**config.mk**
```make
export PLATFORM = sky130hd
export DESIGN_NAME = mem_operand_port
export DESIGN_NICKNAME = d
export VERILOG_FILES = /design/src/mem_stage_pkg.sv /design/src/mem_operand_port.sv
export SDC_FILE = /design/constraint.sdc
export NUM_CORES = 1
export LEC_CHECK = 0
export BUFFER_PORTS_ARGS = -buffer_cell sky130_fd_sc_hd__buf_2
export CORE_MARGIN = 2
export CORE_UTILIZATION = 46
export DETAILED_ROUTE_END_ITERATION = 10
export GPL_TIMING_DRIVEN = 0
export PLACE_DENSITY = 0.86
export SETUP_SLACK_MARGIN = 0.5
export SYNTH_ARGS = -nofsm -noshare
export SYNTH_HDL_FRONTEND = slang
export SYNTH_SLANG_ARGS = --single-unit
```
**constraint.sdc**
```tcl
create_clock -name clk -period 1.5 [get_ports clk]
set_input_delay 0.075 -clock clk [delete_from_list [all_inputs] [get_ports clk]]
set_output_delay 0.075 -clock clk [all_outputs]
set_load 0.02 [all_outputs]
```
**src/mem_stage_pkg.sv**
```systemverilog
package mem_stage_pkg;

    // architectural data width, also the width of addresses and counts
    localparam int DATA_W = 32;

    // operand size of a memory access
    typedef enum logic [1:0] {
        SIZE_BYTE = 2'd0,
        SIZE_HALF = 2'd1,
        SIZE_WORD = 2'd2
    } opsize_t;

    // operand source codes
    typedef enum logic [2:0] {
        SRC_REG1 = 3'd0,
        SRC_REG2 = 3'd1,
        SRC_MEM1 = 3'd2,
        SRC_MEM2 = 3'd3,
        SRC_IMM  = 3'd4,
        SRC_EIP  = 3'd5
    } src_sel_t;

    // destination codes
    typedef enum logic [1:0] {
        DST_REG1 = 2'd0,
        DST_REG2 = 2'd1,
        DST_MEM1 = 2'd2,
        DST_MEM2 = 2'd3
    } dst_sel_t;

    // bytes per access, used as the REP address step
    function automatic logic [DATA_W-1:0] size_bytes(input opsize_t size);
        case (size)
            SIZE_BYTE: return DATA_W'(1);
            SIZE_HALF: return DATA_W'(2);
            default:   return DATA_W'(4);
        endcase
    endfunction

endpackage

```
**src/mem_operand_port.sv**
```systemverilog
`timescale 1ns/1ps

module mem_operand_port (
    input  logic                               clk,
    input  logic                               rst_n,
    input  logic                               start,
    input  logic                               en,
    input  logic [mem_stage_pkg::DATA_W-1:0]   addr,
    input  mem_stage_pkg::opsize_t             size,
    input  logic                               grant,
    input  logic                               rd_valid,
    input  logic [mem_stage_pkg::DATA_W-1:0]   rd_data,
    output logic                               req,
    output logic [mem_stage_pkg::DATA_W-1:0]   req_addr,
    output logic                               done,
    output logic [mem_stage_pkg::DATA_W-1:0]   data
);

    logic                               pend;
    logic [1:0]                         lane;
    logic [mem_stage_pkg::DATA_W-3:0]   word_addr;
    mem_stage_pkg::opsize_t             size_q;
    logic [mem_stage_pkg::DATA_W-1:0]   word_q;

    // request goes out in the start cycle already, then holds until granted
    assign req      = (start && en) || pend;
    assign req_addr = start ? {2'b00, addr[mem_stage_pkg::DATA_W-1:2]} : {2'b00, word_addr};

    always_ff @(posedge clk or negedge rst_n) begin
        if (!rst_n) begin
            pend <= 1'b0;
            done <= 1'b0;
        end else if (start) begin
            pend <= en && !grant;
            done <= 1'b0;
        end else begin
            if (grant) begin
                pend <= 1'b0;
            end
            if (rd_valid) begin
                done <= 1'b1;
            end
        end
    end

    always_ff @(posedge clk) begin
        if (start) begin
            word_addr <= addr[mem_stage_pkg::DATA_W-1:2];
            lane      <= addr[1:0];
            size_q    <= size;
        end
        if (rd_valid) begin
            word_q <= rd_data;
        end
    end

    // little-endian lane pick, zero extended
    always_comb begin
        case (size_q)
            mem_stage_pkg::SIZE_BYTE: data = {24'h0, word_q[{lane, 3'b000} +: 8]};
            mem_stage_pkg::SIZE_HALF: data = {16'h0, word_q[{lane[1], 4'b0000} +: 16]};
            default:                  data = word_q;
        endcase
    end

    assert property (@(posedge clk) disable iff (!rst_n)
        (start && en) |-> (size == mem_stage_pkg::SIZE_BYTE) ||
                          (size == mem_stage_pkg::SIZE_HALF && !addr[0]) ||
                          (addr[1:0] == 2'b00));

endmodule

```
# Word level (Yosys, flattened, before mapping)
# Index checks and enable logic that the tools add are counted.
totals:
  register_bits: 68
  elab_cells: 22
  out_inout_bits: 66
op_classes:
  reduce_logical: 7
  shifts: 2
  n_eq_ne: 1
  muxes: 6
ops:
  columns: ["operator", "count"]
  rows:
  - ["32-bit case mux with 2 select lines", 1]
  - ["32-bit by 6-bit indexed part select with 16-bit output", 1]
  - ["32-bit by 6-bit indexed part select with 8-bit output", 1]
  - ["30-bit 2-to-1 mux", 1]
  - ["1-bit 2-to-1 mux", 4]
  - ["2-bit nonzero test", 2]
  - ["2-bit by 1-bit equality test with 1-bit output, second input constant", 1]
  - ["1-bit logical AND", 2]
  - ["2-bit logical NOT", 1]
  - ["1-bit logical NOT", 1]
  - ["1-bit logical OR", 1]

# Longest topological paths before layout
# Gate-level depths: netlist (run 1).
depth:
  depth_word: 3
  depth_mapped: 4
  ltp_nobuf: 3

# Least setup slack after synthesis (run 1)
# Ideal clock, no wire load.
synth_timing:
  kind: "register to output"
  startpoint: "register size_q[0]"
  endpoint: "output data[2] in the netlist's numbering"
  path_buffers: 0
  slack_ns: 0.003
  stages_incl_launch_ff: 4
  arrival_time_ns: 1.422
  path_cell_list: "edfxtp_1 -> nor2b_1 -> o21bai_2 -> a211oi_1"
synth_via:
  elab_chain_cells: 2
  word_cells_on_any_way: 3
  cone_classes: "eq/ne: 1; mux: 1; reduce/logical: 1"
synth_rtl:
  columns: ["element", "line_no", "rtl"]
  rows:
  - ["from (decl)", "mem_operand_port.sv:22", "mem_stage_pkg::opsize_t size_q;"]
  - ["from (signal assigned)", "mem_operand_port.sv:50", "size_q <= size;"]
  - ["2-bit by 1-bit equality test with 1-bit output / 2-bit logical NOT (equally long branches)", "mem_operand_port.sv:59", "case (size_q)"]
  - ["32-bit case mux with 2 select lines (*)", "mem_operand_port.sv:59", null]
  - ["to (decl)", "mem_operand_port.sv:16", "output logic [mem_stage_pkg::DATA_W-1:0] data"]
# Mark *: on every way between the ends. The rest lies on a longest branch, timed or not.

# Final worst setup path (run 1)
# Ends and elaborated chain as after synthesis.

==> impl_results.md, run 1 <==
- Outcome: finished, violations left
- Failing checks: negative setup slack
- First-pass GRT wire length: around 15000 um
- Most frequent CP cell: a211oi_2
- Initial antenna violation count: 0
- # H-tree levels: 3
- CP Class: reg -> out
- GR peak layer: met2
- Die area: approximately 0.007 sq mm
- Core area: about 0.0062 sq mm
- Num ports: roughly 140
- Sink Count: 68
- Number of synthesized flops with an enable pin: 66
- Max stage delay on crit path: 0.45 ns
- Final worst path period share: 124.8%
- Layout Cells excl Fill: 490
- RSZ-0062 raised after global routing: yes
- Share of layout cells above drive strength 1: 55.93%
- Setup violation total in the final timing report: 31
- Final worst-path setup slack: -0.3716 ns
- Synth area leader: edfxtp_1
- Drt pass-1 iters: 4
- Max Clk Rate: between 500 and 600 MHz
- Adder-cell share of the synthesized area: 0%
- HP Class: in -> reg
- WL final: 9992 um
- Num CTS Buffers: 9
- Critical Path, Cell by Cell: or3b_4 > buf_6 > a211oi_2 > a211oi_2 > buf_4
- Hold Path Depth: 1
- Maximum VDD drop: 0.0006200 V
- Vias: roughly 2600
- CTS clock-pin slew for the worst setup and hold paths: around 0.070 ns
- WP data arrival: roughly 1.8 ns
- Critical path depth: 5
- Rows: 29
- Bufs and invs on worst path: 2
- Most frequent cells after synthesis: edfxtp_1, mux2_2, and2_1, nor2_1, mux2i_1
- PwrDens: 982.6 mW/mm^2
- Gr ovfl total: 0
- Max cap viols: 0
- Post-synthesis xor/xnor area fraction: 0%
- DRC: 0
- Ant. Diodes: 0
- Sequential element share of the synthesized area: roughly 70%
- Clk Tree Root Cell: clkbuf_8
- FF-to-FF End: pend$_DFFE_PN0P_
- Vias in the first global route: approximately 2800
- Detail Route Antenna Nets: 0
- Max_slew headroom: between 40 and 50%
- Worst setup path startpoint: size_q[0]$_DFFE_PP_
- Leakage: roughly 0.0023 uW
- Min Tclk post-route: between 1.5 and 2 ns
- Post-synthesis mux area share: ~14%
- Buffers added on ports: approximately 140
- Ranking of synthesized cells by area: edfxtp_1, mux2_2, and2_1
- Reg2reg start: pend$_DFFE_PN0P_
- CTS tree: yes
- Pwr Total: between 5000 and 6000 uW
- Die Ht: 83.70 um
- GRT Total Usage: between 20 and 30%
- Synth Area in Compound Gates: approximately 6.5%
- Met2 usage: between 50% and 60%
- Initial DRC count: 156
- YS warnings: 0
- Clock skew: 0 ns
- Die span in x: 83.70 um
- Largest family of logic cells by synthesized area: multiplexers
- Worst-skew pair later-pin latency: between 0.3 and 0.4 ns
- Most common cell in the synthesized netlist: edfxtp_1
- Final hold viol count: 0
- Worst slew pin tran: around 0.76 ns
- WP data required: approximately 1.4 ns
- Most used DFF post-synth: edfxtp_1
- Final Slew Violations: 0
- Crit path max fanout: 8
- Gpl congestion: 0.7898
- Utilization after layout: a little over four fifths
- Share of flip-flops with an asynchronous set or reset: under 10%
- Crit-path slowest cell: edfxtp_1
- Fill count: between 200 and 300
- Met3 usage: 7.715%
- Vias per cell: 5.253
- Synth Instances: 180
- #FFs+latches synth: approximately 70
- Post-synth cell types: 28
- Initial Util: 46.81%
- Synthesized area: around 0.003 sq mm
- Largest net degree at the start of global routing: 34
- Drt wl/cell: approximately 20 um
- Critical path endpoint: data[2]
- Final nets: 480
- Met1 usage: approximately 30%
- Post-DP HPWL: between 4000 and 5000 um
- Yosys top cell area share: about two thirds
- Placed cells: about 390
- Number of cells on the worst reg-to-reg path: 2
- Startpoint types: flip-flop
- Crit-path leading delay family: flip-flops
- Mean area per synthesized cell: about 16 sq um
- Critical path endpoint category: output port
- Simple-gate share of the synthesized area: roughly 7.1%
- Area Overhead vs Synth: 81.16%
- Longest Clk Path Bufs: 2
- FF-to-FF setup slack: a little over 0.8 ns
-- area by class of cell --
class | instances | area, sq um | share of cell area (%)
inverters | 2 | 7.507 | 0.1418
multi-input cells | 100 | 1051 | 19.86
flip-flops and latches | 68 | 2032 | 38.39
clock buffers | 9 | 123.9 | 2.340
clock inverters | 7 | 67.56 | 1.277
repair buffers | 216 | 1798 | 33.97
well taps | 77 | 96.34 | 1.820
plain buffers | 11 | 116.4 | 2.199
-- per-layer routing --
layer / vias to the layer above / part of all wire (%)
met5: - / 0
met1: 1235 / 36
met2: 170 / 53
met3: 26 / 7.9
li1: 1143 / -
met4: 0 / 2.9
-- cells in the final DEF, fill, tap and decap left out, types with 2 or more instances in the layout --
| master | n |
|---|---|
| buf_2 | 84 |
| and2_2 | 6 |
| nor2b_4 | 2 |
| nor2_1 | 9 |
| edfxtp_1 | 66 |
| buf_6 | 49 |
| dfrtp_1 | 2 |
| clkbuf_8 | 10 |
| a22o_2 | 2 |
| dlygate4sd3_1 | 69 |
| mux2i_4 | 2 |
| a22o_1 | 2 |
| mux2_4 | 30 |
| o21ai_2 | 3 |
| and2_1 | 10 |
| conb_1 | 2 |
| a211oi_2 | 2 |
| mux2i_2 | 3 |
| clkinv_2 | 2 |
| mux2i_1 | 3 |
| nand2_1 | 5 |
| clkinvlp_4 | 2 |
| buf_4 | 20 |
| a221o_1 | 7 |
| inv_1 | 2 |
-- state kept, by name, indices dropped and copies added, names as in the netlist --
signal and cells:
lane 2, done 1, word_q 32, word_addr 30, size_q 2, pend 1
-- through the flow --
step                hold WS (ns)  setup WS (ns)  TNS [ns]  instance area [sq um]
floorplan                -0.2206         0.1751         0                   2940
global placement         -0.1399        -0.3702    -9.811                   3712
detailed placement       -0.1378        -0.4313    -12.25                   3712
CTS                    -0.003841        -0.3167    -5.282                   5175
finish                   0.01426        -0.3716    -5.817                   5293
global route            0.003977        -0.4039    -7.241                   5293
-- kinds of logic (layout without fill, tap and decap cells) --
family          after synthesis  after routing
flops                        68             68
mux                          38             38
simple gates                 38             38
compound gates               22             22
buf+inv                      13            245
other cells                   1              2
-- worst register-to-register path, delay by kind of cell (launching register included) --
family | cells | cell delay, ns
DFF | 1 | 0.38
muxes | 1 | 0.13
and+or+nand+nor | 1 | 0.05
-- power by group --
part           switching [uW]  internal, uW  total (uW)
sequential               87.1          2250        2340
clock                     711           759        1470
combinational             639           753        1390
-- how the worst min path moves through the flow --
stage	endpoint	slack (ns)	from
global route	word_addr[5]$_DFFE_PP_	0.004	start
global placement	pend$_DFFE_PN0P_	-0.14	rst_n
floorplan	done$_DFFE_PN0P_	-0.22	rst_n
finish	word_addr[28]$_DFFE_PP_	0.01	start
detailed placement	pend$_DFFE_PN0P_	-0.14	rst_n
CTS	word_addr[14]$_DFFE_PP_	-0.004	start
-- repair_timing --
action / CTS / global route
pin swaps: 6 / 9
hold buffers: 69 / 0
setup buffers: 6 / 3
hold endpoints to repair: 86 / 0
cloned: 2 / 1
gates resized for setup: 146 / 27
setup endpoints to repair: 65 / 63
(Power assumes the default switching activity.)
==> run 2: changes to the inputs <==
- CORE_UTILIZATION: 46 -> 42
- GPL_ROUTABILITY_DRIVEN: not set -> 1
- PLACE_DENSITY: 0.86 -> 0.83
- clock period: 1.5 -> 1.6 ns (I/O delays scaled with it)
==> run 2 against run 1 <==
Effect of this change: the flow still finishes with violations (negative setup slack); critical path depth stayed put; flip-flop and latch count unchanged; global-route usage down 5.1 points; via count fell by 4.0%; first-iteration DRC count fell by 31%; sequential power down 6%; final area rose by 3.5%; count of clock-buffer cells in the layout rose by 5; core utilization is 3.7 points lower; clock skew unchanged; total power is 6.7% lower; critical endpoint unchanged.
==> impl_results.md, run 2 (synthesis gave the netlist of run 1 again) <==
- Outcome: finished, violations left
- Failing checks: negative setup slack
- CP Class: reg -> out
- Psw: roughly 1300 uW
- Final hold viol count: 0
- PwrDens: roughly 890 mW/mm^2
- WP data arrival: about 1.7 ns
- Initial DRC count: 107
- Core area: just under 0.007 sq mm
- Placed cells: 396
- Layout Cell Area excl Fill: between 0.005 and 0.006 sq mm
- Detail Route Antenna Nets: 0
- Sequential Area: slightly above 0.002 sq mm
- Multi-input combinational cell area: about 0.0011 sq mm
- RSZ-0062 raised after global routing: yes
- Buffers added on ports: between 100 and 150
- Combinational fraction of design power: ~29%
- Max_slew headroom: 50.71%
- Drt pass-1 iters: 4
- WP data required: ~1.5 ns
- Commonest non-fill, non-tap cell in the layout: buf_2
- Num CTS Buffers: 9
- Final nets: between 400 and 500
- Largest regs: word_q x32, word_addr x30
- Num ports: ~140
- Fill count: 343
- First-pass GRT wire length: 13060 um
- Longest Clk Path Bufs: 2
- WL final: roughly 9400 um
- Ant. Diodes: 0
- Largest reg by FF count: word_q
- Post-DP HPWL: roughly 4900 um
- CTS clock-pin slew for the worst setup and hold paths: roughly 0.070 ns
- Switching Fraction: ~27%
- Drt wl/cell: 19.03 um
- Worst-skew pair later-pin latency: about 0.33 ns
- Crit path max fanout: 8
- Area Overhead vs Synth: 87.58%
- Share of layout cells above drive strength 1: 58.84%
- Dpl cell area: around 0.0037 sq mm
- Clk network pwr share: 26.2%
- Initial Util: between 40% and 50%
- Worst slew pin tran: roughly 0.74 ns
- HP Class: in -> reg
- Clock skew: 0 ns
- Rows: 30
- Setup violation total in the final timing report: 31
- Die span in x: roughly 87 um
- Hold Path Depth: 3
- Hold Slack: roughly 0.037 ns
- Max reg flops: 32
- Layout Cells excl Fill: between 400 and 500
- Vias per cell: about 5.0
- Final Slew Violations: 0
- Vias: about 2500
- Die Ht: between 80 and 90 um
- Max Clk Rate: between 500 and 600 MHz
- # H-tree levels: 3
- DRC: 0
- Critical path endpoint category: output port
- Maximum VDD drop: 0.0006374 V
- Commonest non-fill, non-tap cells in the layout: buf_2, dlygate4sd3_1, buf_6, edfxtp_1, mux2_4
- GRT Total Usage: a little under a quarter
- Vias in the first global route: 2614
- Clk Tree Root Cell: clkbuf_8
- Die area: roughly 0.0076 sq mm
- Number of cells on the worst reg-to-reg path: 3
- Startpoint types: flip-flop
- Final worst-path setup slack: -0.2242 ns
- Sequential power share: 45.1%
- CTS tree: yes
- Min Tclk post-route: 1.824 ns
- Sink Count: between 60 and 70
- Initial antenna violation count: 0
- Gpl congestion: ~0.78
- Gr ovfl total: 0
- Final worst path period share: 114.0%
- Leakage: roughly 0.0024 uW
- P_int: approximately 3600 uW
- Max cap viols: 0
- Largest net degree at the start of global routing: 36
## run 2: power groups by stage
stage	clock network (uW)	registers [uW]	logic, uW
after floorplan	0	2190	473
after global placement	0	2200	771
after global routing	1380	2200	1460
final	1270	2190	1390
after detailed placement	0	2210	784
after CTS	1290	2170	1180
## run 2: routing by layer
metal / vias to the layer above / GRT usage [%] / share of wire (%)
met1: 1190 / 25.66 / 36
met4: 0 / 8.531 / 1.7
met5: - / 0 / 0
met2: 121 / 40.70 / 55
li1: 1141 / - / -
met3: 18 / 7.299 / 7.2
## run 2: final cells by class
type | instances | share of cell area [%]
inverter | 2 | 0.1370
clock buffer | 14 | 2.968
sequential | 68 | 37.08
buffer | 11 | 2.945
multi-input combinational | 100 | 19.59
tap | 80 | 1.826
timing repair buffer | 216 | 35.23
clock inverter | 2 | 0.2283
## run 2: what timing repair did
action,CTS,global route
pin swaps,6,11
buffers inserted,5,5
endpoints found under the hold margin,69,0
resized for setup,152,81
cloned,0,3
hold buffers,68,0
endpoints found under the setup margin,65,63
## run 2: worst paths after layout
path | slack, ns | start | to
max in group asynchronous | 1.44 | rst_n | done$_DFFE_PN0P_
worst max-delay path | -0.22 | size_q[0]$_DFFE_PP_ | data[2]
worst max register to register | 0.78 | pend$_DFFE_PN0P_ | pend$_DFFE_PN0P_
worst min-delay path | 0.04 | en | pend$_DFFE_PN0P_
worst min register to register | 0.53 | done$_DFFE_PN0P_ | done$_DFFE_PN0P_
min in group asynchronous | 0.06 | rst_n | pend$_DFFE_PN0P_
## run 2: worst max-delay path, cell delays in order, from the launching register on
cell and delay (ns):
edfxtp_1 0.44, or3b_1 0.39, buf_6 0.16, a211oi_2 0.17
a211oi_2 0.08, buf_4 0.17
## run 2: stage by stage
| step | TNS, ns | setup slack, ns | total power (uW) | utilization, % |
|---|---|---|---|---|
| global route | -4.894 | -0.3010 | 5036 | 81.11 |
| finish | -2.871 | -0.2242 | 4852 | 81.11 |
| floorplan | 0 | 0.2701 | 2659 | - |
| global placement | -6.660 | -0.2696 | 2971 | 54.85 |
| CTS | -2.306 | -0.1997 | 4648 | 75.78 |
| detailed placement | -7.563 | -0.2951 | 2990 | 54.85 |
==> run 3: changes to the inputs <==
- CORE_UTILIZATION: 42 -> 28
- PLACE_DENSITY: 0.83 -> 0.62
==> run 3 against run 2 <==
Effect of this change: the flow still finishes with violations (negative setup slack); wire length rose by 0.55%; first-iteration DRC count decreased by 4.7%; sequential share of layout area down 0.57 points; critical endpoint unchanged.
==> impl_results.md, run 3 (synthesis gave the netlist of run 1 again) <==
- Vias: between 2000 and 2500
- Max_slew headroom: between 40% and 50%
- Reg2reg start: pend$_DFFE_PN0P_
- Vias per cell: roughly 4.5
- Crit path max fanout: 8
- Largest net degree at the start of global routing: 34
- Layout Cells excl Fill: approximately 550
- Commonest non-fill, non-tap cells in the layout: buf_2, buf_6, dlygate4sd3_1
- FF-to-FF setup slack: between 0.6 and 0.7 ns
- Die area: between 0.01 and 0.015 sq mm
- PwrDens: just under 900 mW/mm^2
- RSZ-0062 raised after global routing: yes
- Commonest non-fill, non-tap cell in the layout: buf_2
- Layout Cell Area excl Fill: 0.005565 sq mm
- Die Ht: about 110 um
- Final worst-path setup slack: -0.2290 ns
- CTS clock-pin slew for the worst setup and hold paths: about 0.07 ns
- Critical path endpoint category: output port
- Dpl cell area: around 0.0038 sq mm
- Startpoint types: flip-flop
- Crit-path slowest cell: edfxtp_1
- Max stage delay on crit path: around 0.46 ns
- Max cap viols: 0
- Initial Util: 28.56%
- Detail Route Antenna Nets: 0
- Rows: 37
- Drt pass-1 iters: 4
- Drt wl/cell: roughly 17 um
- Failing checks: negative setup slack
- Clk network pwr share: around 27%
- Psw: around 1300 uW
- Vias in the first global route: 2702
- Sequential power share: 44.6%
- Core area: between 0.01 and 0.015 sq mm
- Most frequent CP cell: a211oi_2
- Share of layout cells above drive strength 1: about 59%
- Final nets: 482
- Final Slew Violations: 0
- Clk Tree Root Cell: clkbuf_8
- GRT Total Usage: between 10% and 20%
- Max reg flops: 32
- Initial DRC count: 102
- Placed cells: between 400 and 500
- DRC: 0
- Worst slew pin tran: slightly below 0.9 ns
- Outcome: finished, violations left
- Buffers added on ports: about 140
- First-pass GRT wire length: between 10000 and 15000 um
- Initial antenna violation count: 0
- WP data arrival: 1.75 ns
- Number of cells on the worst reg-to-reg path: 4
- Crit-path leading delay family: flip-flops
- Setup violation total in the final timing report: 18
- Sink Count: just under 70
- Maximum VDD drop: between 0.0004 and 0.0005 V
- Post-DP HPWL: 5218 um
- FF-to-FF End: pend$_DFFE_PN0P_
- Gpl congestion: around 0.78
- CTS tree: yes
- Critical path endpoint: data[2]
- Worst-skew pair later-pin latency: 0.33 ns
- Die span in x: 106.1 um
- WL final: between 9000 and 10000 um
- Critical Path, Cell by Cell: or3b_1 > buf_6 > a211oi_2 > a211oi_2 > buf_4
- Final worst path period share: 114.3%
- Combinational fraction of design power: between 20% and 30%
- WP data required: approximately 1.5 ns
- CP Class: reg -> out
- Leakage: between 0.002 and 0.0025 uW
- Critical path depth: 5
- P_int: 3597 uW
- Min Tclk post-route: roughly 1.8 ns
- Largest reg by FF count: word_q
- Longest Clk Path Bufs: 2
- # H-tree levels: 3
- Largest regs: word_q x32, word_addr x30
- Switching Fraction: between 20% and 30%
- Setup TNS: -2.918 ns
- Num ports: around 140
- HP Class: in -> reg
- Ant. Diodes: 0
- Bufs and invs on worst path: 2
- Final hold viol count: 0
- Clock skew: 0 ns
- Place WS: -0.3731 ns
- Num CTS Buffers: 9
- Gr ovfl total: 0
- Area Overhead vs Synth: 90.49%
- Max Clk Rate: ~550 MHz
- Pwr Total: ~5000 uW
- Worst setup path startpoint: size_q[1]$_DFFE_PP_
run 3: changes by cell type in the layout (fill, tap and decap cells not counted), moves of 3 or more:
cell and delta:
clkbuf_16 -3, clkinv_2 +3, clkbuf_1 -3, o21ai_1 -3
run 3: cell type report:
| cell class | instances | area, sq um |
|---|---|---|
| buffer | 11 | 126.4 |
| multi-input combinational | 100 | 1104 |
| timing repair buffer | 218 | 1944 |
| sequential | 68 | 2032 |
| clock buffer | 9 | 123.9 |
| inverter | 2 | 7.507 |
| clock inverter | 7 | 57.56 |
| tap | 136 | 170.2 |
| fill | 806 | 4666 |
run 3: timing repair:
action	in CTS	in global routing
cloned	2	1
endpoints found under the setup margin	65	80
hold buffers	69	0
buffers inserted	6	5
resized for setup	146	84
endpoints found under the hold margin	86	0
pin swaps	10	7
run 3: worst min-delay path, cell delays in order:
cell and delay (ns):
buf_2 0.09, mux2i_1 0.07, nor2_1 0.09
run 3: through the flow:
step | util (%) | hold WS (ns)
after floorplan | - | -0.2156
after global placement | 36.91 | -0.1349
after detailed placement | 36.91 | -0.1308
after CTS | 50.91 | 0.01554
after global routing | 54.40 | 0.01639
final | 54.40 | 0.03164
run 3: worst min-delay path by stage:
| stage | start | end | slack (ns) | cells past startpoint |
|---|---|---|---|---|
| global route | en | pend$_DFFE_PN0P_ | 0.02 | 3 |
| global placement | rst_n | done$_DFFE_PN0P_ | -0.13 | 1 |
| finish | en | pend$_DFFE_PN0P_ | 0.03 | 3 |
| CTS | en | pend$_DFFE_PN0P_ | 0.02 | 3 |
| floorplan | rst_n | done$_DFFE_PN0P_ | -0.22 | 0 |
| detailed placement | rst_n | done$_DFFE_PN0P_ | -0.13 | 1 |
run 3: routing by layer:
layer | GRT usage, % | wire length, um | up-vias
li1 | - | - | 1151
met1 | 16.67 | 3518 | 1182
met2 | 27.79 | 4958 | 120
met3 | 6.438 | 784 | 15
met4 | 7.049 | 174 | 0
met5 | 0 | 0 | -
run 3: power groups by stage:
stage               registers, uW  clock network, uW  logic [uW]
detailed placement           2200                  0         797
global route                 2200               1460        1460
floorplan                    2190                  0         473
global placement             2200                  0         788
CTS                          2170               1390        1200
finish                       2190               1340        1390
