## src/mem_stage_pkg.sv

```systemverilog
package mem_stage_pkg;

    // architectural data width, also the width of addresses and counts
    localparam int DATA_W = 32;

    // operand size of a memory access
    typedef enum logic [1:0] {
        SIZE_BYTE = 2'd0,
        SIZE_HALF = 2'd1,
        SIZE_WORD = 2'd2
    } opsize_t;

    // operand source codes
    typedef enum logic [2:0] {
        SRC_REG1 = 3'd0,
        SRC_REG2 = 3'd1,
        SRC_MEM1 = 3'd2,
        SRC_MEM2 = 3'd3,
        SRC_IMM  = 3'd4,
        SRC_EIP  = 3'd5
    } src_sel_t;

    // destination codes
    typedef enum logic [1:0] {
        DST_REG1 = 2'd0,
        DST_REG2 = 2'd1,
        DST_MEM1 = 2'd2,
        DST_MEM2 = 2'd3
    } dst_sel_t;

    // bytes per access, used as the REP address step
    function automatic logic [DATA_W-1:0] size_bytes(input opsize_t size);
        case (size)
            SIZE_BYTE: return DATA_W'(1);
            SIZE_HALF: return DATA_W'(2);
            default:   return DATA_W'(4);
        endcase
    endfunction

endpackage

```

## src/dmem_arbiter.sv

```systemverilog
`timescale 1ns/1ps

module dmem_arbiter #(
    parameter int RAM_ADDR_BITS = 8
) (
    input  logic                               clk,
    input  logic                               rst_n,
    input  logic                               req1,
    input  logic [mem_stage_pkg::DATA_W-1:0]   req_addr1,
    input  logic                               req2,
    input  logic [mem_stage_pkg::DATA_W-1:0]   req_addr2,
    input  logic                               wb_valid,
    input  logic [mem_stage_pkg::DATA_W-1:0]   wb_addr,
    input  logic [mem_stage_pkg::DATA_W-1:0]   wb_data,
    output logic                               grant1,
    output logic                               grant2,
    output logic                               rd_valid1,
    output logic                               rd_valid2,
    output logic                               ram_en,
    output logic                               ram_we,
    output logic [RAM_ADDR_BITS-1:0]           ram_addr,
    output logic [mem_stage_pkg::DATA_W-1:0]   ram_wdata
);

    logic                       wb_pend;
    logic                       prio2;
    logic [RAM_ADDR_BITS-1:0]   wb_addr_q;

    // buffered write goes first, reads alternate
    assign grant1    = !wb_pend && req1 && (!req2 || !prio2);
    assign grant2    = !wb_pend && req2 && (!req1 || prio2);
    assign ram_en    = wb_pend || grant1 || grant2;
    assign ram_we    = wb_pend;
    assign ram_addr  = wb_pend ? wb_addr_q :
                       grant2  ? req_addr2[RAM_ADDR_BITS-1:0] : req_addr1[RAM_ADDR_BITS-1:0];

    always_ff @(posedge clk or negedge rst_n) begin
        if (!rst_n) begin
            wb_pend   <= 1'b0;
            prio2     <= 1'b0;
            rd_valid1 <= 1'b0;
            rd_valid2 <= 1'b0;
        end else begin
            // the pending write always drains the next cycle
            wb_pend   <= wb_valid;
            rd_valid1 <= grant1;
            rd_valid2 <= grant2;
            if (grant1) begin
                prio2 <= 1'b1;
            end else if (grant2) begin
                prio2 <= 1'b0;
            end
        end
    end

    // wb_addr is a byte address
    always_ff @(posedge clk) begin
        if (wb_valid) begin
            wb_addr_q <= wb_addr[RAM_ADDR_BITS+1:2];
            ram_wdata <= wb_data;
        end
    end

    // a refused request stays up until it is granted
    assert property (@(posedge clk) disable iff (!rst_n) (req1 && !grant1) |=> req1);
    assert property (@(posedge clk) disable iff (!rst_n) (req2 && !grant2) |=> req2);
    assert property (@(posedge clk) disable iff (!rst_n) wb_valid |=> !wb_valid);

endmodule

```

## config.mk

```make
export PLATFORM = sky130hd
export DESIGN_NAME = dmem_arbiter
export DESIGN_NICKNAME = d
export VERILOG_FILES = /design/src/mem_stage_pkg.sv /design/src/dmem_arbiter.sv
export SDC_FILE = /design/constraint.sdc
export NUM_CORES = 1
export LEC_CHECK = 0
export BUFFER_PORTS_ARGS = -buffer_cell sky130_fd_sc_hd__buf_2
export CAP_MARGIN = 25
export CORE_AREA = 2 2 69 71
export DETAILED_ROUTE_END_ITERATION = 10
export DIE_AREA = 0 0 71 73
export GPL_ROUTABILITY_DRIVEN = 0
export PLACE_DENSITY_LB_ADDON = 0.1
export SYNTH_ARGS = -nofsm -noshare
export SYNTH_HDL_FRONTEND = slang
export SYNTH_SLANG_ARGS = --single-unit
```

## constraint.sdc

```tcl
create_clock -name clk -period 2 [get_ports clk]
set_clock_uncertainty 0.05 [all_clocks]
set_input_delay 0.3 -clock clk [delete_from_list [all_inputs] [get_ports clk]]
set_output_delay 0.3 -clock clk [all_outputs]
set_load 0.02 [all_outputs]
```

# Word level (Yosys, flattened, before mapping)
# Cells that the tools add are included.
# op_classes
muxes	4
n_reduce_logical	13
# ops
cell	n
8-bit 2-to-1 mux	2
1-bit logical AND	4
1-bit logical NOT	4
1-bit logical OR	4
1-bit 2-to-1 mux	2
2-bit nonzero test	1
# word_totals
regBits	44
wordCells	23

# Longest topological paths before layout
# Gate-level depths: netlist of run 1.
# depth
depth_word	5
mapped_depth	4

# Worst setup path after synthesis of run 1
# No wires, ideal clock.
# synth_path
path_kind	flip-flop to output port
start	register wb_pend, in the netlist ram_we
end	output port ram_addr[0]
t_arrival_ps	1464
t_required_ps	1650
path_slack_ps	186
path_stages_with_launch	3
path_cell_list	dfrtp_1 nor3_2 a221o_1
# synth_via
elab_chain_cells	5
# synth_lines
item	line_no	rtl
from (decl)	dmem_arbiter.sv:25	logic wb_pend;
from (signal assigned)	dmem_arbiter.sv:45	wb_pend <= wb_valid;
1-bit logical NOT	dmem_arbiter.sv:31	assign grant2 = !wb_pend && req2 && (!req1 || prio2);
1-bit logical AND (2 in a row)	dmem_arbiter.sv:31	
net grant2	dmem_arbiter.sv:16	output logic grant2,
8-bit 2-to-1 mux	dmem_arbiter.sv:35	grant2 ? req_addr2[RAM_ADDR_BITS-1:0] : req_addr1[RAM_ADDR_BITS-1:0];
8-bit 2-to-1 mux	dmem_arbiter.sv:34	assign ram_addr = wb_pend ? wb_addr_q :
to (decl)	dmem_arbiter.sv:21	output logic [RAM_ADDR_BITS-1:0] ram_addr,
# The timed path passes the listed nets, and every way through them passes these cells.

# Worst setup path after layout of run 1
# layout_path
start	register prio2
end	output port ram_addr[1]
# layout_via
elab_chain_cells	4
# layout_lines
item	line_no	rtl
from (decl)	dmem_arbiter.sv:26	logic prio2;
from (signal assigned)	dmem_arbiter.sv:40	prio2 <= 1'b0;
from (signal assigned)	dmem_arbiter.sv:49	prio2 <= 1'b1;
from (signal assigned)	dmem_arbiter.sv:51	prio2 <= 1'b0;
1-bit logical OR	dmem_arbiter.sv:31	
1-bit logical AND	dmem_arbiter.sv:31	
8-bit 2-to-1 mux	dmem_arbiter.sv:35	
8-bit 2-to-1 mux	dmem_arbiter.sv:34	
# Every way passes these cells.

==> impl_metrics.py, run 1 <==
metrics = {
    "outcome": {
        "status": "complete, no violations",
    },
    "clocking": {
        "clockBufferDepth": 2,
        "clk_root_buffer_cell": "clkbuf_8",
        "numCtsBuffers": 5,
        "clock_latency_ns": 0.28,
        "cts_tree": "built",
        "clock_sinks": 44,
        "htreeDepth": 2,
        "clkTransAtPathRegs_ns": 0.08,
    },
    "synthesis": {
        "synth_nets": 204,
        "ys_warn_count": 0,
        "syn_area_sq_um": 1498,
        "synth_cells": 71,
        "ys_types": 14,
        "syn_area_per_cell_sq_um": 21.09,
        "ys_ff_latch": 44,
        "yosysSeqAreaShare_pct": 86.88,
    },
    "die": {
        "num_io_pins": 179,
        "rows": 25,
        "die_height_um": 73,
        "start_util_pct": 33.02,
        "die_area_sq_um": 5183,
        "chipWidth_um": 71,
        "design.core.area_sq_um": 4536,
    },
    "pwr": {
        "powerDensity_nw_per_um2": 864.6,
        "ir_drop_v": 0.0004541,
        "leakagePower_uw": 0.0009926,
    },
    "setup_path": {
        "crit_chain": "nor2b_2, nor3_2, a221o_1, buf_2",
        "critPathKind": "reg -> out",
        "worst_path_max_delay_cell": "dfrtp_1",
        "crit_path_start": "prio2",
        "critPathLaunchType": "flop",
        "r2r-start": "ram_we",
        "path_max_fanout": 4,
        "worstPathArrival_ns": 1.53,
        "max_stage_delay_ns": 0.41,
        "crit_path_end_kind": "output port",
        "cp.required_ns": 1.65,
    },
    "layout": {
        "stdcell_count": 241,
        "drive_gt1_share_pct": 63.64,
        "layout_common_cells": "buf_2, edfxtp_1, and2_1, a221o_1, clkbuf_8",
        "mostFrequentLayoutCell": "buf_2",
        "area_growth_syn_to_layout_pct": 48.79,
        "final_nets": 319,
        "fin_area_sq_um": 2228,
        "n_antenna_cell": 0,
    },
    "timing": {
        "fin_crit_sh_pct": 93.85,
        "fin_crit_ns": 1.877,
        "final_max_slew_viol_count": 0,
        "fin_setup_tns_ns": 0,
        "hold_viol_final": 0,
        "fmax_mhz": 532.7,
        "tightest_slew_ns": 0.4820,
        "relSlewSlack_pct": 67.87,
        "setup_viol": 0,
        "rsz0062_at_grt": "no",
    },
    "routing": {
        "wirelength_mm": 3.115,
        "avgRoutedWirePerCell_um": 12.93,
        "antenna_left": 0,
        "dr.pass1.iters": 3,
        "routed_via_density": 4.373,
        "drt_iter0_drc": 21,
        "route.detailed.drc": 0,
        "vias": 1054,
    },
    "run": {
        "maxCapViolCount": 0,
    },
    "grt": {
        "grt_first_pass_wirelength_mm": 4.409,
        "overflow": 0,
        "grtUsageTotal_pct": 11.53,
        "grt_max_degree": 22,
        "antenna_found_initial": 0,
        "grt_pass1_vias": 968,
    },
    "place": {
        "hpwlAfterDp_mm": 2.403,
        "dp.cells": 230,
        "port_buffers": 106,
        "dpl_cell_area_sq_um": 2107,
    },
    "hold_path": {
        "hold_start": "wb_data[30]",
        "hold_class": "in -> reg",
    },
}
-- power by group --
group          internal [uW]  switching (uW)  leakage, uW
clock network            242             273    0.0000388
registers               1080            22.1     0.000441
logic                    125             181     0.000513
-- synth_stat cells --
| library cell | n | share of area (%) |
|---|---|---|
| o21ba_1 | 1 | 0.67 |
| inv_1 | 1 | 0.25 |
| o21ai_0 | 2 | 0.67 |
| edfxtp_1 | 40 | 80 |
| dfrtp_1 | 4 | 6.7 |
| nor2b_1 | 1 | 0.42 |
| buf_2 | 1 | 0.33 |
| clkbuf_1 | 1 | 0.25 |
| or3_1 | 1 | 0.42 |
| and2_1 | 8 | 3.3 |
| nand2b_1 | 1 | 0.42 |
| a221o_1 | 8 | 5.3 |
| a21oi_1 | 1 | 0.33 |
| nor3_2 | 1 | 0.67 |
-- layout make-up --
type	instances	area, sq um
clock inverter	2	11.26
sequential	44	1303
clock buffer	6	72.57
multi-input combinational	25	202.7
fill	423	2307
timing repair buffer	109	568.0
tap	54	67.56
inverter	1	3.754
-- worst paths after layout --
kind / slack [ns] / to / depth (start not counted)
worst min register to register: 0.47 / rd_valid1 / 1
worst max-delay path: 0.12 / ram_addr[1] / 4
worst min-delay path: 0.13 / ram_wdata[30] / 1
worst max register to register: 0.92 / rd_valid2 / 2
max in group asynchronous: 1.48 / ram_we / 2
min in group asynchronous: 0.30 / rd_valid1 / 2
-- cell families (layout without fill, tap and decap cells) --
group	Yosys count	in the layout	synth area share [%]
AO/OA/AOI/OAI	12	12	7.017
buffers and inverters	3	118	0.8346
flip-flops	44	44	86.88
AND/OR/NAND/NOR	12	13	5.264
-- registers in the layout, summed over array words and instances (netlist names) --
name and flops:
ram_wdata 32, wb_addr_q 8, prio2 1, ram_we 1, rd_valid1 1, rd_valid2 1
-- worst max-delay path: cells and delay by family, from the launching register on --
| kind | cells | cell delay (ns) |
|---|---|---|
| flops | 1 | 0.41 |
| compound gates | 1 | 0.34 |
| simple gates | 2 | 0.34 |
| buf+inv | 1 | 0.16 |
-- per-layer routing --
| layer | global-route usage (%) | share of wire, % |
|---|---|---|
| met3 | 6.077 | 12 |
| met4 | 5.031 | 1.7 |
| met2 | 18.48 | 50 |
| met1 | 12.89 | 37 |
| met5 | 0 | 0 |
-- repair_timing --
action / 4_1_cts / 5_1_grt
endpoints found under the hold margin: 4 / 0
pin swaps: 0 / 1
hold buffers: 1 / 0
buffers inserted: 0 / 1
gates cloned: 0 / 1
setup endpoints to repair: 8 / 8
resized for setup: 1 / 3
-- stage by stage --
step | setup WS (ns) | hold slack, ns | power, uW | utilization (%)
2_1_floorplan | 0.1857 | -0.04559 | 1274 | -
3_3_place_gp | 0.2424 | 0.05541 | 1419 | 46.46
3_5_place_dp | 0.1878 | 0.05884 | 1426 | 46.46
4_1_cts | 0.01082 | 0.1222 | 1947 | 48.66
5_1_grt | 0.008796 | 0.1083 | 2020 | 49.13
6_report | 0.1229 | 0.1326 | 1927 | 49.13
(Power assumes the default switching activity.)
==> run 2, diff against run 1 <==
--- a/config.mk
+++ b/config.mk
@@ -5,11 +5,12 @@
 export SDC_FILE = /design/constraint.sdc
 export NUM_CORES = 1
 export LEC_CHECK = 0
+export ABC_AREA = 1
 export BUFFER_PORTS_ARGS = -buffer_cell sky130_fd_sc_hd__buf_2
 export CAP_MARGIN = 25
-export CORE_AREA = 2 2 69 71
+export CORE_MARGIN = 5
+export CORE_UTILIZATION = 36
 export DETAILED_ROUTE_END_ITERATION = 10
-export DIE_AREA = 0 0 71 73
 export GPL_ROUTABILITY_DRIVEN = 0
 export PLACE_DENSITY_LB_ADDON = 0.1
 export SYNTH_ARGS = -nofsm -noshare
==> run 2 against run 1 <==
  * Cell count up 13%
  * Utilization up 4.4 points
  * Die area up 13%
  * Synthesized area up 6.0%
  * Critical path depth unchanged
  * Worst hold slack better by 0.0021 ns
  * Power up 7.2%
  * Setup slack better by 0.11 ns
  * Critical endpoint is now ram_en
  * Highest routed layer unchanged
==> impl_metrics.py, run 2 <==
metrics = {
    "setup_path": {
        "cp.required_ns": 1.65,
        "path_max_fanout": 11,
        "crit_path_end_kind": "output port",
        "critPathLaunchType": "flop",
        "worstPathArrival_ns": 1.41,
        "critPathKind": "reg -> out",
    },
    "synthesis": {
        "yosysSeqAreaShare_pct": 81.95,
        "syn_area_sq_um": 1588,
        "synth.area.top_cells": "edfxtp_1, dfrtp_1, nand2_1",
        "ys_warn_count": 0,
        "ys_types": 11,
        "synth-edff-count": 40,
        "ys.flop_type": "edfxtp_1",
        "ys_ff_latch": 44,
        "synth_most_common_cell": "edfxtp_1",
        "syn_area_per_cell_sq_um": 15.12,
        "synth_cells": 105,
        "synth_nets": 238,
        "ys_top_cells_by_count": "edfxtp_1, nand2_1, nand3_1",
        "synth_top_area_share_pct": 75.65,
        "synthArstFlopShare_pct": 9.091,
        "yosysTopAreaCell": "edfxtp_1",
    },
    "pwr": {
        "p_seq_share_pct": 53.4,
        "p_sw_uw": 497.5,
        "leakagePower_uw": 0.001133,
        "internal_power_uw": 1569,
        "ir_drop_v": 0.0004142,
        "fin_total_pwr_uw": 2066,
        "combinationalPowerShare_pct": 15.3,
        "powerDensity_nw_per_um2": 892.6,
        "switching_share_pct": 24.08,
        "power_frac_clock_pct": 31.3,
    },
    "routing": {
        "drt_iter0_drc": 23,
        "dr.pass1.iters": 2,
        "vias": 1184,
        "avgRoutedWirePerCell_um": 13.12,
        "antenna_left": 0,
        "route.detailed.drc": 0,
        "wirelength_mm": 3.569,
        "routed_via_density": 4.353,
    },
    "layout": {
        "layout_common_cells": "buf_2, edfxtp_1, nand2_1, nand3_1, inv_1",
        "mostFrequentLayoutCell": "buf_2",
        "n_antenna_cell": 0,
        "stdcell_count": 272,
        "largest_register_ff_count": 32,
        "area_growth_syn_to_layout_pct": 45.78,
        "drive_gt1_share_pct": 54.55,
        "top_regs": "ram_wdata: 32 flops, wb_addr_q: 8 flops",
        "final_nets": 352,
        "top_register": "ram_wdata",
    },
    "outcome": {
        "status": "complete, no violations",
    },
    "place": {
        "dp.cells": 263,
        "port_buffers": 106,
        "hpwlAfterDp_mm": 2.931,
    },
    "die": {
        "start_util_pct": 36.72,
        "design.core.area_sq_um": 4324,
        "rows": 24,
        "die_area_sq_um": 5838,
        "die_height_um": 76.41,
        "num_io_pins": 179,
        "chipWidth_um": 76.41,
    },
    "clocking": {
        "clockBufferDepth": 2,
        "clock_latency_ns": 0.28,
        "clk_root_buffer_cell": "clkbuf_8",
        "clock_sinks": 44,
        "htreeDepth": 2,
        "clkTransAtPathRegs_ns": 0.08,
        "numCtsBuffers": 5,
        "cts_tree": "built",
    },
    "timing": {
        "hold_viol_final": 0,
        "fin_setup_tns_ns": 0,
        "hold_ws_ns": 0.1347,
        "fin_crit_sh_pct": 88.11,
        "tightest_slew_ns": 0.3781,
        "fin_crit_ns": 1.762,
        "rsz0062_at_grt": "no",
        "relSlewSlack_pct": 74.80,
        "setup_viol": 0,
        "final_max_slew_viol_count": 0,
        "fmax_mhz": 567.5,
    },
    "grt": {
        "grt_first_pass_wirelength_mm": 5.871,
        "grt_max_degree": 27,
        "grtUsageTotal_pct": 12.76,
        "grt_pass1_vias": 1213,
        "overflow": 0,
        "antenna_found_initial": 0,
    },
    "hold_path": {
        "hold_class": "in -> reg",
    },
    "run": {
        "maxCapViolCount": 0,
    },
}
[run 2: cell types whose count changed in the layout (fill, tap and decap cells not counted), sizes merged, moves of 2 or more]
| cell | change |
|---|---|
| inv | +12 |
| nand2 | +27 |
| nand3 | +18 |
| and2 | -8 |
| nor3 | -2 |
| a221o | -8 |
[run 2: layer usage]
| metal | GRT usage [%] | vias to the layer above | wire length (um) |
|---|---|---|---|
| met5 | 0 | - | 0 |
| li1 | - | 590 | - |
| met1 | 14.21 | 510 | 1374 |
| met3 | 9.102 | 4 | 604 |
| met2 | 19.18 | 80 | 1559 |
| met4 | 4.196 | 0 | 30 |
[run 2: final cells by class]
cell class,count,area (sq um)
clock buffers,5,68.82
clock inverters,3,42.54
fillers,392,2009
inverters,13,48.80
multi-input cells,47,226.5
flip-flops and latches,44,1303
well taps,52,65.06
repair buffers,108,560.5
[run 2: final timing paths]
kind | start | endpoint | slack [ns] | depth (start not counted)
max reg2reg | ram_we | prio2 | 0.89 | 3
min reg2reg | prio2 | prio2 | 0.57 | 2
min in group asynchronous | rst_n | rd_valid2 | 0.30 | 2
min | wb_data[22] | ram_wdata[22] | 0.13 | 1
max in group asynchronous | rst_n | ram_we | 1.47 | 2
max | ram_we | ram_en | 0.24 | 4
[run 2: stage by stage]
step           setup WS, ns  instance area (sq um)  util, %
6_report             0.2378                   2315    53.53
5_1_grt              0.1040                   2315    53.53
4_1_cts             0.09196                   2313    53.50
3_5_place_dp         0.4191                   2192    50.69
3_3_place_gp         0.4622                   2192    50.69
2_1_floorplan        0.5607                   1588        -
[run 2: kinds of logic after synthesis]
logic type / count (synthesis) / synth area share (%)
and+or+nand+nor: 46 / 13.95
DFF: 44 / 81.95
buffers and inverters: 14 / 3.782
AOI/OAI and AO/OA: 1 / 0.3149
[run 2: critical path: stages, from the launching register on]
cell,delay [ns]
dfrtp_2,0.50
inv_2,0.18
nand3_1,0.16
nand3_1,0.12
buf_2,0.16
[run 2: what timing repair did]
| action | 4_1_cts | 5_1_grt |
|---|---|---|
| hold buffers | 1 | 0 |
| buffers inserted | 0 | 0 |
| endpoints found under the setup margin | 0 | 2 |
| resized for setup | 0 | 1 |
| hold endpoints to repair | 4 | 0 |
[run 2: power by group through the flow]
stage / Combinational, uW / Sequential [uW] / Clock, uW
after floorplan: 87.6 / 1200 / 0
after global placement: 316 / 1120 / 0
after detailed placement: 321 / 1120 / 0
after CTS: 322 / 1100 / 676
after global routing: 346 / 1110 / 727
final: 317 / 1100 / 647
==> run 3, diff against run 2 <==
--- a/config.mk
+++ b/config.mk
@@ -6,7 +6,7 @@
 export NUM_CORES = 1
 export LEC_CHECK = 0
 export ABC_AREA = 1
-export BUFFER_PORTS_ARGS = -buffer_cell sky130_fd_sc_hd__buf_2
+export BUFFER_PORTS_ARGS = -buffer_cell sky130_fd_sc_hd__buf_4
 export CAP_MARGIN = 25
 export CORE_MARGIN = 5
 export CORE_UTILIZATION = 36
==> run 3 against run 2 <==
  * Routed wire length is 4.6% higher
  * Sequential share of layout area fell by 4.7 points
  * Fmax fell by 5.6%
  * Combinational power rose by 22%
  * Critical path depth is the same
  * Clock power is 23% lower
  * Utilization increased by 4.9 points
  * Cell area is 9.1% higher
  * Power shrank 3.5%
  * Clock-buffer cell count increased by 1
  * Via count rose by 0.76%
==> impl_metrics.py, run 3 (synthesis gave the netlist of run 2 again) <==
metrics = {
    "setup_path": {
        "worstPathArrival_ns": 1.52,
        "crit_chain": "inv_2, nand3_1, nand3_1, buf_4",
        "cp.required_ns": 1.65,
        "max_stage_delay_ns": 0.63,
        "crit_path_end_kind": "output port",
        "crit_top_cell": "nand3_1",
        "cpLargestDelayFamily": "flip-flops",
        "path_max_fanout": 11,
        "r2r_slack_ns": 0.73,
        "critPathLaunchType": "flop",
        "worst_path_max_delay_cell": "dfrtp_1",
        "rr_endpoint": "prio2",
        "path_buf_inv": 2,
        "rr_worst_depth": 3,
        "critPathKind": "reg -> out",
        "r2r-start": "ram_we",
    },
    "pwr": {
        "leakagePower_uw": 0.001200,
        "p_seq_share_pct": 55.5,
        "switching_share_pct": 24.36,
        "power_frac_clock_pct": 25.0,
        "combinationalPowerShare_pct": 19.5,
        "internal_power_uw": 1508,
        "powerDensity_nw_per_um2": 789.3,
        "p_sw_uw": 485.5,
        "ir_drop_v": 0.0004721,
    },
    "routing": {
        "routed_via_density": 4.419,
        "vias": 1193,
        "dr.pass1.iters": 4,
        "drt_iter0_drc": 58,
        "route.detailed.drc": 0,
        "wirelength_mm": 3.733,
        "avgRoutedWirePerCell_um": 13.83,
        "antenna_left": 0,
    },
    "place": {
        "hpwlAfterDp_mm": 2.990,
        "port_buffers": 106,
        "dpl_cell_area_sq_um": 2437,
        "dp.cells": 262,
    },
    "die": {
        "chipWidth_um": 76.41,
        "rows": 24,
        "start_util_pct": 36.72,
        "num_io_pins": 179,
        "die_area_sq_um": 5838,
        "die_height_um": 76.41,
        "design.core.area_sq_um": 4324,
    },
    "clocking": {
        "clockBufferDepth": 2,
        "clk_root_buffer_cell": "clkbuf_8",
        "clock_latency_ns": 0.28,
        "cts_tree": "built",
        "htreeDepth": 2,
        "clkTransAtPathRegs_ns": 0.07,
        "clock_sinks": 44,
        "numCtsBuffers": 5,
    },
    "outcome": {
        "status": "complete, no violations",
    },
    "grt": {
        "grt_pass1_vias": 1268,
        "antenna_found_initial": 0,
        "grt_first_pass_wirelength_mm": 6.120,
        "grtUsageTotal_pct": 13.12,
        "overflow": 0,
        "grt_max_degree": 42,
    },
    "timing": {
        "fin_crit_ns": 1.867,
        "setup_viol": 0,
        "tightest_slew_ns": 0.4824,
        "final_max_slew_viol_count": 0,
        "rsz0062_at_grt": "no",
        "fin_crit_sh_pct": 93.36,
        "relSlewSlack_pct": 67.84,
        "hold_viol_final": 0,
        "fin_setup_tns_ns": 0,
        "fmax_mhz": 535.6,
    },
    "run": {
        "maxCapViolCount": 0,
    },
    "layout": {
        "fin_area_sq_um": 2525,
        "top_register": "ram_wdata",
        "stdcell_count": 270,
        "n_antenna_cell": 0,
        "drive_gt1_share_pct": 53.21,
        "final_nets": 351,
        "mostFrequentLayoutCell": "buf_4",
        "largest_register_ff_count": 32,
        "layout_common_cells": "buf_4, edfxtp_1, nand2_1, nand3_1, inv_1",
        "area_growth_syn_to_layout_pct": 59.02,
        "top_regs": "ram_wdata: 32 flops, wb_addr_q: 8 flops",
    },
    "hold_path": {
        "hold_start": "wb_data[24]",
        "whs_path_depth": 1,
        "hold_class": "in -> reg",
        "hold_path_end": "ram_wdata[24]",
    },
}
[run 3: cell count changes in the layout (fill, tap and decap cells not counted), sizes merged]
cell      previous run  this run
clkinvlp             1         0
bufinv               1         0
clkbuf               5         6
buf                107       106
[run 3: worst max-delay path by stage]
stage	from	end	slack, ns	cells after the start
after detailed placement	ram_we	ram_en	0.43	4
after CTS	ram_we	ram_en	0.11	4
after floorplan	ram_we	ram_addr[0]	0.56	6
after global routing	ram_we	ram_en	0.003	4
after global placement	ram_we	ram_en	0.44	4
final	ram_we	ram_en	0.13	4
[run 3: per-stage QoR]
| step | utilization (%) | hold WS, ns | power, uW | setup WS [ns] |
|---|---|---|---|---|
| after detailed placement | 56.37 | 0.04791 | 1520 | 0.4292 |
| after floorplan | - | -0.04559 | 1284 | 0.5607 |
| after CTS | 58.39 | 0.1253 | 2020 | 0.1067 |
| final | 58.39 | 0.1360 | 1993 | 0.1328 |
| after global routing | 58.39 | 0.1146 | 2094 | 0.003409 |
| after global placement | 56.37 | 0.04752 | 1511 | 0.4427 |
[run 3: power by group through the flow]
| stage | logic, uW | clock network (uW) | registers (uW) |
|---|---|---|---|
| after floorplan | 87.6 | 0 | 1200 |
| after global placement | 387 | 0 | 1120 |
| after detailed placement | 393 | 0 | 1130 |
| after CTS | 395 | 517 | 1110 |
| after global routing | 419 | 560 | 1110 |
| final | 388 | 498 | 1110 |
[run 3: final cells by class]
cell class,instances,area [sq um]
Clock buffer,6,72.57
Tap cell,52,65.06
Sequential cell,44,1301
Multi-Input combinational cell,47,226.5
Clock inverter,1,5.005
Fill cell,369,1799
Timing Repair Buffer,107,805.8
Inverter,13,48.80
[run 3: what timing repair did]
item	CTS	global route
gates resized for setup	0	0
hold buffers	1	0
setup buffers	0	0
endpoints found under the hold margin	4	0
[run 3: worst register-to-register path, delay by kind of cell, from the launching register on]
family | cells | cell delay [ns]
AO/OA/AOI/OAI | 1 | 0.11
buffers and inverters | 1 | 0.18
AND/OR/NAND/NOR | 1 | 0.17
flip-flops | 1 | 0.63
[run 3: per-layer routing]
metal | vias up | share of wire (%) | GRT usage, %
li1 | 585 | - | -
met1 | 514 | 35 | 12.56
met2 | 87 | 46 | 21.40
met3 | 7 | 17 | 9.811
met4 | 0 | 1.8 | 4.895
met5 | - | 0 | 0
